**src/hw/riscv_pkg.sv**
```systemverilog
`default_nettype none

package riscv_pkg;

  ////////////////////////////////////////////////////////////////////////////
  // widths and constants
  ////////////////////////////////////////////////////////////////////////////

  localparam int XLEN       = 32;  // data and address width
  localparam int REG_ADDR_W = 5;   // x0..x31

  localparam logic [XLEN-1:0] NOP_INSTR = 32'h0000_0013;  // addi x0, x0, 0

  // major opcodes still decoded
  typedef enum logic [6:0] {
    OPCODE_OP    = 7'h33,  // register-register
    OPCODE_OPIMM = 7'h13,  // register-immediate
    OPCODE_LUI   = 7'h37
  } opcode_e;

  typedef enum logic [3:0] {
    ALU_ADD,
    ALU_SUB,
    ALU_AND,
    ALU_OR,
    ALU_XOR,
    ALU_SLT,  // signed compare
    ALU_SLL,
    ALU_SRL
  } alu_op_e;

  ////////////////////////////////////////////////////////////////////////////
  // pipeline records
  ////////////////////////////////////////////////////////////////////////////

  // fetch -> decode
  typedef struct packed {
    logic            valid;
    logic [XLEN-1:0] pc;
    logic [XLEN-1:0] instr;
  } if_id_t;

  // decode -> execute
  typedef struct packed {
    logic                  valid;
    logic [XLEN-1:0]       pc;
    alu_op_e               alu_op;
    logic [XLEN-1:0]       operand_a;
    logic [XLEN-1:0]       operand_b;
    logic [REG_ADDR_W-1:0] rd;
    logic                  we;       // decoder wants a write
    logic                  illegal;
  } id_ex_t;

  // register file write port, also the bypass into decode
  typedef struct packed {
    logic                  we;
    logic [REG_ADDR_W-1:0] waddr;
    logic [XLEN-1:0]       wdata;
  } rf_wr_t;

  // one record per retired instruction
  typedef struct packed {
    logic                  valid;
    logic [XLEN-1:0]       pc;
    logic [REG_ADDR_W-1:0] rd;
    logic                  we;
    logic [XLEN-1:0]       wdata;
    logic                  illegal;
  } retire_t;

endpackage

`default_nettype wire

```
**src/hw/riscv_core.sv**
```systemverilog
`timescale 1ns/1ps
`default_nettype none

module riscv_core (
  input  logic                        clk_i,
  input  logic                        arst_n_i,
  input  logic                        fetch_enable_i,
  input  logic [riscv_pkg::XLEN-1:0]  boot_addr_i,

  // instruction memory
  output logic                        instr_req_o,
  output logic [riscv_pkg::XLEN-1:0]  instr_addr_o,
  input  logic                        instr_gnt_i,
  input  logic                        instr_rvalid_i,
  input  logic [riscv_pkg::XLEN-1:0]  instr_rdata_i,

  output riscv_pkg::retire_t          retire_o
);

  riscv_pkg::if_id_t                if_id;     // IF -> ID
  riscv_pkg::id_ex_t                id_ex;     // ID -> EX
  riscv_pkg::rf_wr_t                rf_wr;     // EX -> regfile, bypass
  logic [riscv_pkg::REG_ADDR_W-1:0] raddr_a;
  logic [riscv_pkg::REG_ADDR_W-1:0] raddr_b;
  logic [riscv_pkg::XLEN-1:0]       rdata_a;
  logic [riscv_pkg::XLEN-1:0]       rdata_b;

  ////////////////////////////////////////////////////////////////////////////
  // fetch
  ////////////////////////////////////////////////////////////////////////////

  riscv_if_stage if_stage_i (
    .clk_i          ( clk_i          ),
    .arst_n_i       ( arst_n_i       ),
    .fetch_enable_i ( fetch_enable_i ),
    .boot_addr_i    ( boot_addr_i    ),
    .instr_req_o    ( instr_req_o    ),
    .instr_addr_o   ( instr_addr_o   ),
    .instr_gnt_i    ( instr_gnt_i    ),
    .instr_rvalid_i ( instr_rvalid_i ),
    .instr_rdata_i  ( instr_rdata_i  ),
    .if_id_o        ( if_id          )
  );

  ////////////////////////////////////////////////////////////////////////////
  // decode and register file
  ////////////////////////////////////////////////////////////////////////////

  riscv_id_stage id_stage_i (
    .clk_i     ( clk_i    ),
    .arst_n_i  ( arst_n_i ),
    .if_id_i   ( if_id    ),
    .raddr_a_o ( raddr_a  ),
    .raddr_b_o ( raddr_b  ),
    .rdata_a_i ( rdata_a  ),
    .rdata_b_i ( rdata_b  ),
    .bypass_i  ( rf_wr    ),  // forward from EX
    .id_ex_o   ( id_ex    )
  );

  riscv_register_file registers_i (
    .clk_i     ( clk_i    ),
    .arst_n_i  ( arst_n_i ),
    .raddr_a_i ( raddr_a  ),
    .raddr_b_i ( raddr_b  ),
    .rdata_a_o ( rdata_a  ),
    .rdata_b_o ( rdata_b  ),
    .wr_i      ( rf_wr    )
  );

  // execute and retire
  riscv_ex_stage ex_stage_i (
    .clk_i    ( clk_i    ),
    .arst_n_i ( arst_n_i ),
    .id_ex_i  ( id_ex    ),
    .rf_wr_o  ( rf_wr    ),
    .retire_o ( retire_o )
  );

endmodule

`default_nettype wire

```
**src/hw/riscv_ex_stage.sv**
```systemverilog
`timescale 1ns/1ps
`default_nettype none

module riscv_ex_stage (
  input  logic               clk_i,
  input  logic               arst_n_i,
  input  riscv_pkg::id_ex_t  id_ex_i,
  output riscv_pkg::rf_wr_t  rf_wr_o,   // to regfile and decode bypass
  output riscv_pkg::retire_t retire_o
);

  logic [riscv_pkg::XLEN-1:0] alu_result;
  logic [riscv_pkg::XLEN-1:0] op_a;
  logic [riscv_pkg::XLEN-1:0] op_b;
  logic                       rf_we;

  assign op_a = id_ex_i.operand_a;
  assign op_b = id_ex_i.operand_b;

  ////////////////////////////////////////////////////////////////////////////
  // ALU
  ////////////////////////////////////////////////////////////////////////////

  always_comb
  begin
    case (id_ex_i.alu_op)
      riscv_pkg::ALU_ADD: alu_result = op_a + op_b;
      riscv_pkg::ALU_SUB: alu_result = op_a - op_b;
      riscv_pkg::ALU_AND: alu_result = op_a & op_b;
      riscv_pkg::ALU_OR:  alu_result = op_a | op_b;
      riscv_pkg::ALU_XOR: alu_result = op_a ^ op_b;
      riscv_pkg::ALU_SLT: alu_result = {31'b0, $signed(op_a) < $signed(op_b)};
      riscv_pkg::ALU_SLL: alu_result = op_a << op_b[4:0];  // shamt low 5 bits
      riscv_pkg::ALU_SRL: alu_result = op_a >> op_b[4:0];
      default:            alu_result = '0;
    endcase
  end

  // write only for valid legal instr, never x0
  assign rf_we = id_ex_i.valid && id_ex_i.we && !id_ex_i.illegal
                 && (id_ex_i.rd != '0);

  assign rf_wr_o.we    = rf_we;
  assign rf_wr_o.waddr = id_ex_i.rd;
  assign rf_wr_o.wdata = alu_result;

  // retire record, one cycle after EX
  always_ff @(posedge clk_i or negedge arst_n_i)
  begin
    if (!arst_n_i)
      retire_o <= '0;
    else
    begin
      retire_o.valid   <= id_ex_i.valid;
      retire_o.pc      <= id_ex_i.pc;
      retire_o.rd      <= id_ex_i.rd;
      retire_o.we      <= rf_we;
      retire_o.wdata   <= id_ex_i.illegal ? '0 : alu_result;  // no data on illegal
      retire_o.illegal <= id_ex_i.valid && id_ex_i.illegal;
    end
  end

endmodule

`default_nettype wire

```
**src/hw/riscv_id_stage.sv**
```systemverilog
`timescale 1ns/1ps
`default_nettype none

module riscv_id_stage (
  input  logic                              clk_i,
  input  logic                              arst_n_i,
  input  riscv_pkg::if_id_t                 if_id_i,

  // register file read ports
  output logic [riscv_pkg::REG_ADDR_W-1:0]  raddr_a_o,
  output logic [riscv_pkg::REG_ADDR_W-1:0]  raddr_b_o,
  input  logic [riscv_pkg::XLEN-1:0]        rdata_a_i,
  input  logic [riscv_pkg::XLEN-1:0]        rdata_b_i,

  input  riscv_pkg::rf_wr_t                 bypass_i,   // same-cycle EX write
  output riscv_pkg::id_ex_t                 id_ex_o
);

  logic [riscv_pkg::XLEN-1:0]       instr;
  logic [2:0]                       funct3;
  logic [6:0]                       funct7;
  logic [riscv_pkg::REG_ADDR_W-1:0] rs1;
  logic [riscv_pkg::REG_ADDR_W-1:0] rs2;
  logic [riscv_pkg::XLEN-1:0]       imm_i;
  logic [riscv_pkg::XLEN-1:0]       imm_u;
  logic [riscv_pkg::XLEN-1:0]       rs1_data;
  logic [riscv_pkg::XLEN-1:0]       rs2_data;
  riscv_pkg::alu_op_e               alu_op;
  logic                             use_imm;   // operand b from imm_i
  logic                             is_lui;    // 0 + imm_u
  logic                             illegal;
  riscv_pkg::id_ex_t                id_ex_d;

  assign instr  = if_id_i.instr;
  assign funct3 = instr[14:12];
  assign funct7 = instr[31:25];
  assign rs1    = instr[19:15];
  assign rs2    = instr[24:20];

  assign imm_i = {{20{instr[31]}}, instr[31:20]};  // sign extended
  assign imm_u = {instr[31:12], 12'b0};

  ////////////////////////////////////////////////////////////////////////////
  // decoder
  ////////////////////////////////////////////////////////////////////////////

  always_comb
  begin
    alu_op  = riscv_pkg::ALU_ADD;
    use_imm = 1'b0;
    is_lui  = 1'b0;
    illegal = 1'b0;
    case (riscv_pkg::opcode_e'(instr[6:0]))
      riscv_pkg::OPCODE_OP:
      begin
        if (funct7 == 7'b0000000)
        begin
          case (funct3)
            3'b000:  alu_op = riscv_pkg::ALU_ADD;
            3'b001:  alu_op = riscv_pkg::ALU_SLL;
            3'b010:  alu_op = riscv_pkg::ALU_SLT;
            3'b100:  alu_op = riscv_pkg::ALU_XOR;
            3'b101:  alu_op = riscv_pkg::ALU_SRL;
            3'b110:  alu_op = riscv_pkg::ALU_OR;
            3'b111:  alu_op = riscv_pkg::ALU_AND;
            default: illegal = 1'b1;  // sltu
          endcase
        end
        else if (funct7 == 7'b0100000 && funct3 == 3'b000)
          alu_op = riscv_pkg::ALU_SUB;
        else
          illegal = 1'b1;  // sra, M extension etc
      end
      riscv_pkg::OPCODE_OPIMM:
      begin
        use_imm = 1'b1;
        case (funct3)
          3'b000:  alu_op = riscv_pkg::ALU_ADD;
          3'b010:  alu_op = riscv_pkg::ALU_SLT;
          3'b100:  alu_op = riscv_pkg::ALU_XOR;
          3'b110:  alu_op = riscv_pkg::ALU_OR;
          3'b111:  alu_op = riscv_pkg::ALU_AND;
          default: illegal = 1'b1;  // immediate shifts, sltiu
        endcase
      end
      riscv_pkg::OPCODE_LUI: is_lui = 1'b1;
      default:               illegal = 1'b1;
    endcase
  end

  // register reads, newest value from EX wins
  assign raddr_a_o = rs1;
  assign raddr_b_o = rs2;

  assign rs1_data = (bypass_i.we && bypass_i.waddr == rs1 && rs1 != '0)
                    ? bypass_i.wdata : rdata_a_i;
  assign rs2_data = (bypass_i.we && bypass_i.waddr == rs2 && rs2 != '0)
                    ? bypass_i.wdata : rdata_b_i;

  always_comb
  begin
    id_ex_d.valid     = if_id_i.valid;
    id_ex_d.pc        = if_id_i.pc;
    id_ex_d.alu_op    = alu_op;
    id_ex_d.operand_a = is_lui ? '0 : rs1_data;
    id_ex_d.operand_b = is_lui ? imm_u : (use_imm ? imm_i : rs2_data);
    id_ex_d.rd        = instr[11:7];
    id_ex_d.we        = !illegal;  // illegal never writes
    id_ex_d.illegal   = illegal;
  end

  // ID/EX register, no stall
  always_ff @(posedge clk_i or negedge arst_n_i)
  begin
    if (!arst_n_i)
      id_ex_o <= '0;
    else
      id_ex_o <= id_ex_d;
  end

endmodule

`default_nettype wire

```
**src/hw/riscv_if_stage.sv**
```systemverilog
`timescale 1ns/1ps
`default_nettype none

module riscv_if_stage (
  input  logic                        clk_i,
  input  logic                        arst_n_i,
  input  logic                        fetch_enable_i,
  input  logic [riscv_pkg::XLEN-1:0]  boot_addr_i,

  // instruction memory, req/gnt/rvalid
  output logic                        instr_req_o,
  output logic [riscv_pkg::XLEN-1:0]  instr_addr_o,
  input  logic                        instr_gnt_i,
  input  logic                        instr_rvalid_i,
  input  logic [riscv_pkg::XLEN-1:0]  instr_rdata_i,

  output riscv_pkg::if_id_t           if_id_o
);

  typedef enum logic [1:0] {
    FETCH_IDLE,         // no request out
    FETCH_WAIT_GNT,     // address phase
    FETCH_WAIT_RVALID   // data phase
  } fetch_state_e;

  fetch_state_e               state_q;
  fetch_state_e               state_d;
  logic [riscv_pkg::XLEN-1:0] pc_q;
  logic [riscv_pkg::XLEN-1:0] pc_d;
  logic                       boot_q;   // pc still waits for boot address
  logic                       word_in;  // data beat this cycle

  assign word_in = (state_q == FETCH_WAIT_RVALID) && instr_rvalid_i;

  // req and addr straight from state, so both hold until gnt
  assign instr_req_o  = (state_q == FETCH_WAIT_GNT);
  assign instr_addr_o = pc_q;

  ////////////////////////////////////////////////////////////////////////////
  // fetch FSM
  ////////////////////////////////////////////////////////////////////////////

  always_comb
  begin
    state_d = state_q;
    pc_d    = pc_q;
    case (state_q)
      FETCH_IDLE:
      begin
        if (fetch_enable_i)
        begin
          state_d = FETCH_WAIT_GNT;
          if (boot_q)
            pc_d = boot_addr_i;  // first fetch after reset
        end
      end
      FETCH_WAIT_GNT:
      begin
        if (instr_gnt_i)
          state_d = FETCH_WAIT_RVALID;
      end
      FETCH_WAIT_RVALID:
      begin
        if (instr_rvalid_i)
        begin
          pc_d    = pc_q + 32'd4;  // sequential only, no jumps
          state_d = fetch_enable_i ? FETCH_WAIT_GNT : FETCH_IDLE;
        end
      end
      default: state_d = FETCH_IDLE;
    endcase
  end

  always_ff @(posedge clk_i or negedge arst_n_i)
  begin
    if (!arst_n_i)
    begin
      state_q <= FETCH_IDLE;
      pc_q    <= '0;
      boot_q  <= 1'b1;
    end
    else
    begin
      state_q <= state_d;
      pc_q    <= pc_d;
      if (state_q == FETCH_IDLE && fetch_enable_i)
        boot_q <= 1'b0;
    end
  end

  // fetched word, valid for one cycle only
  always_ff @(posedge clk_i or negedge arst_n_i)
  begin
    if (!arst_n_i)
    begin
      if_id_o.valid <= 1'b0;
      if_id_o.pc    <= '0;
      if_id_o.instr <= riscv_pkg::NOP_INSTR;
    end
    else
    begin
      if_id_o.valid <= word_in;
      if (word_in)
      begin
        if_id_o.pc    <= pc_q;          // addr of the returned word
        if_id_o.instr <= instr_rdata_i;
      end
    end
  end

endmodule

`default_nettype wire

```
**src/hw/riscv_register_file.sv**
```systemverilog
`timescale 1ns/1ps
`default_nettype none

module riscv_register_file (
  input  logic                              clk_i,
  input  logic                              arst_n_i,
  input  logic [riscv_pkg::REG_ADDR_W-1:0]  raddr_a_i,
  input  logic [riscv_pkg::REG_ADDR_W-1:0]  raddr_b_i,
  output logic [riscv_pkg::XLEN-1:0]        rdata_a_o,
  output logic [riscv_pkg::XLEN-1:0]        rdata_b_o,
  input  riscv_pkg::rf_wr_t                 wr_i
);

  // x1..x31, x0 not stored
  logic [riscv_pkg::XLEN-1:0] regs_q [1:31];

  // x0 hardwired to zero
  assign rdata_a_o = (raddr_a_i == '0) ? '0 : regs_q[raddr_a_i];
  assign rdata_b_o = (raddr_b_i == '0) ? '0 : regs_q[raddr_b_i];

  always_ff @(posedge clk_i or negedge arst_n_i)
  begin
    if (!arst_n_i)
    begin
      for (int i = 1; i < 32; i++)
        regs_q[i] <= '0;
    end
    else if (wr_i.we && wr_i.waddr != '0)  // writes to x0 dropped
      regs_q[wr_i.waddr] <= wr_i.wdata;
  end

endmodule

`default_nettype wire

```
**config.mk**
```make
export PLATFORM = sky130hd
export DESIGN_NAME = riscv_core
export DESIGN_NICKNAME = d
export VERILOG_FILES = /design/src/hw/riscv_pkg.sv /design/src/hw/riscv_core.sv /design/src/hw/riscv_ex_stage.sv /design/src/hw/riscv_id_stage.sv /design/src/hw/riscv_if_stage.sv /design/src/hw/riscv_register_file.sv
export SDC_FILE = /design/constraint.sdc
export NUM_CORES = 2
export LEC_CHECK = 0
export BUFFER_PORTS_ARGS = -buffer_cell sky130_fd_sc_hd__clkbuf_2
export CORE_ASPECT_RATIO = 1.25
export CORE_MARGIN = 2
export CORE_UTILIZATION = 52
export DETAILED_ROUTE_END_ITERATION = 10
export GPL_ROUTABILITY_DRIVEN = 1
export GPL_TIMING_DRIVEN = 1
export PLACE_DENSITY = 0.76
export SLEW_MARGIN = 20
export SYNTH_ARGS = -nofsm -noshare
export SYNTH_HDL_FRONTEND = slang
export SYNTH_SLANG_ARGS = --single-unit
```
**constraint.sdc**
```tcl
create_clock -name clk_i -period 11 [get_ports clk_i]
set_clock_uncertainty 0.05 [all_clocks]
set_input_delay 0.55 -clock clk_i [delete_from_list [all_inputs] [get_ports clk_i]]
set_output_delay 0.55 -clock clk_i [all_outputs]
set_load 0.01 [all_outputs]
```
==> impl_metrics.ini <==
[detailed_routing]
drtPass1Iterations = 9
via_per_inst = 6.845
wire_per_inst_um = 29.06
drc = 0
ant_nets = 0
finalWirelength_um = 235200
via_count = 55420
detail_route.iter0.violations = 6818

[layout]
final_cell_mix = dfrtp_1 (1251), a21oi_1 (790), nor2_1 (789)
mostFrequentLayoutCell = dfrtp_1
synthToLayoutAreaGrowth_pct = 9.564
layout.nets = 6433
drive_above_1_share_pct = 22.10
layout.cells.non_filler = 8096
n_fill_cell = 10700
final_util_pct = 57.33
final_area_um2 = 76610

[sta]
final.setup.tns_ns = 0
tightest_slew_ns = 1.151
maxSlewHeadroom_pct = 23.27
worst_slack_ns = 5.741
period_needed_ns = 5.259
fmax_mhz = 190.1
fin_hold_ws_ns = 0.01470
hold_viol = 0
rsz0062_at_grt = no
setup_viol = 0
slew_viol_final = 0
period_share_pct = 47.81

[setup_path]
endpoint_kind = flop
critPathLaunch = id_stage_i.id_ex_o[7]
reg2reg_depth = 13
crit_fanout = 52
r2r-end = id_stage_i.id_ex_o[33]
start_kind = flop
crit_required_ns = 11.55
r2r-start = id_stage_i.id_ex_o[7]
cp.arrival_ns = 5.80
path_class = reg2reg
endpoint = id_stage_i.id_ex_o[33]
r2r_slack_ns = 5.74

[power]
p_leak_nw = 32.73
p_int_mw = 8.893
share_comb_of_total_power_pct = 28.4
finalPower_mw = 13.72
power.switching_mw = 4.828
vdd_drop_max_uv = 183.4
powerDensity_nw_per_um2 = 179.1
seqPwrFrac_pct = 40.2
p_clk_share_pct = 31.4
p_sw_share_pct = 35.19

[clocking]
cts_tree = done
cts.clk_slew.worst_paths_ns = 0.07
htree_levels = 3
clk_path_buf_depth = 3
clk_latency_ns = 0.78
cts_setup_buffers = 0
cts-root-buf = clkbuf_16
cts.sinks = 1271
cts_buffers = 115

[synth]
seq_area_frac_synth_pct = 45.49
synth-seq-cells = 1271
syn_inst = 6391
synth_area_per_cell_um2 = 10.94
synth-async-reset-ratio_pct = 100.0
syn_nets = 6575
synth_edf_count = 0
yosysUniqueCellTypes = 90
synthFlopType = dfrtp_1
yosysWarnings = 0
netlist_area_um2 = 69930

[job]
cap_violations = 0

[global_routing]
grt_pass1_wl_um = 354200
track_usage_pct = 34.28
grt_max_degree = 185
first_global_vias = 56290
antenna_found_initial = 5
grt-ovfl-total = 0

[floorplanning]
core-area_um2 = 133600
die_h_um = 414.0
dieArea_um2 = 137400
initial_utilization_pct = 52.33
ios = 174
die_width_um = 332.0
rows = 150

[placement]
dp_hpwl_um = 145200
gp_congestion = 0.9884
dpl-instance-area_um2 = 72200
io_buffer_count = 173
post-place-ws_ns = 5.899
placed_cells = 7848

[hold_path]
hp-class = in2reg

[outcome]
status = completed
==> power by group through the flow <==
stage,Sequential (mW),Clock [mW],Combinational (mW)
final,5.52,4.31,3.89
after global routing,5.57,4.52,4.07
after CTS,5.51,4.33,3.86
after detailed placement,5.59,0,3.84
after global placement,5.58,0,3.83
after floorplan,5.29,0,2.72
==> logic make-up (layout without fill, tap and decap cells) <==
family	after synthesis	in the layout	synth area share, %
AO/OA/AOI/OAI	1743	1743	14.43
XOR/XNOR	31	31	0.3883
adder cells (fa/ha/maj)	115	115	2.079
buffers and inverters	723	679	4.096
flip-flops	1271	1271	45.49
multiplexers	871	871	23.83
other	0	1	0
AND/OR/NAND/NOR	1637	1637	9.685
==> cell usage after synthesis, drive strengths merged (7+ instances only) <==
library cell     n  area (um2)
mux4           619       13940
o21a            10       75.07
buf            150       713.2
nor4            19       118.9
o22ai           65       406.6
nand3b          10       75.07
and2             8       50.05
xor2            12       105.1
nor2           808        3040
o21bai          12       90.09
o32ai           10       87.58
a22oi           30       225.2
nor2b           36       225.2
or3             10       62.56
a211oi          36       290.3
a21o            19       142.6
o31ai           15       112.6
o2111ai          9       78.83
inv            112       420.4
nand2b          14       87.58
mux2           160        1802
ha             113        1414
nor3            46       240.2
clkbuf         461        1730
a221oi          14       141.4
nand4           24       150.1
o211ai          39       292.8
dfrtp         1267       31710
a211o            9       78.83
a2111oi          7       76.33
o22a             8       70.07
mux2i           92       920.9
o21ai          491        2457
a31oi           22       152.7
a21oi          804        4039
nand2          567        2128
xnor2           19       166.4
a22o            66       578.1
nor3b            7       52.55
o221ai          26       227.7
and3            16       100.1
nand3           46       230.2
==> worst min path at each step <==
stage                            start                     endpoint  depth (start not counted)
4_1_cts                boot_addr_i[13]  if_stage_i.instr_addr_o[13]                          3
3_3_place_gp   id_stage_i.id_ex_o[106]      ex_stage_i.retire_o[70]                          0
6_report             instr_rdata_i[24]       if_stage_i.if_id_o[24]                          2
5_1_grt              instr_rdata_i[24]       if_stage_i.if_id_o[24]                          2
2_1_floorplan                 arst_n_i       ex_stage_i.retire_o[0]                          0
3_5_place_dp    id_stage_i.id_ex_o[82]      ex_stage_i.retire_o[46]                          0
==> per-layer routing <==
metal | routed length [um] | part of all wire (%) | global-route usage (%) | up-vias
met2 | 110600 | 47 | 54.33 | 3530
met3 | 25330 | 11 | 7.809 | 898
met5 | 25 | 0.011 | 0.1373 | -
met1 | 82570 | 35 | 42.68 | 27840
met4 | 16730 | 7.1 | 22.53 | 4
li1 | - | - | - | 23150
==> sequential cells by signal, indices dropped and copies added, names as in the netlist <==
| signal | flops |
|---|---|
| ex_stage_i.retire_o | 72 |
| id_stage_i.id_ex_o | 107 |
| if_stage_i.boot_q | 1 |
| if_stage_i.if_id_o | 65 |
| if_stage_i.instr_addr_o | 32 |
| if_stage_i.state_q | 2 |
| registers_i.regs_q | 992 |
==> critical path, cell delays in order (launching register included) <==
cell       delay (ns)
dfrtp_4          0.75
buf_4            0.72
ha_1             0.31
fa_1             0.26
o21bai_1         0.12
o2111ai_1        0.37
a21oi_2          0.19
nor3_2           0.45
o21bai_1         0.21
a311oi_1         0.69
a21oi_1          0.23
nor2_2           0.18
buf_4            0.34
o21ai_0          0.19
==> timing repair <==
| item | in CTS | in global routing |
|---|---|---|
| endpoints found under the hold margin | 190 | 0 |
| hold buffers | 31 | 0 |
| gates resized for setup | 0 | 0 |
==> final cells by class <==
type / instances / area [um2] / area share (%)
sequential: 1271 / 31850 / 41.58
clock inverter: 44 / 624.3 / 0.8149
clock buffer: 171 / 3460 / 4.516
multi-input combinational: 4397 / 35680 / 46.57
tap: 1748 / 2187 / 2.855
inverter: 112 / 420.4 / 0.5487
antenna: 1 / 2.502 / 0.003266
timing repair buffer: 352 / 2389 / 3.118
(Power assumes the default switching activity.)
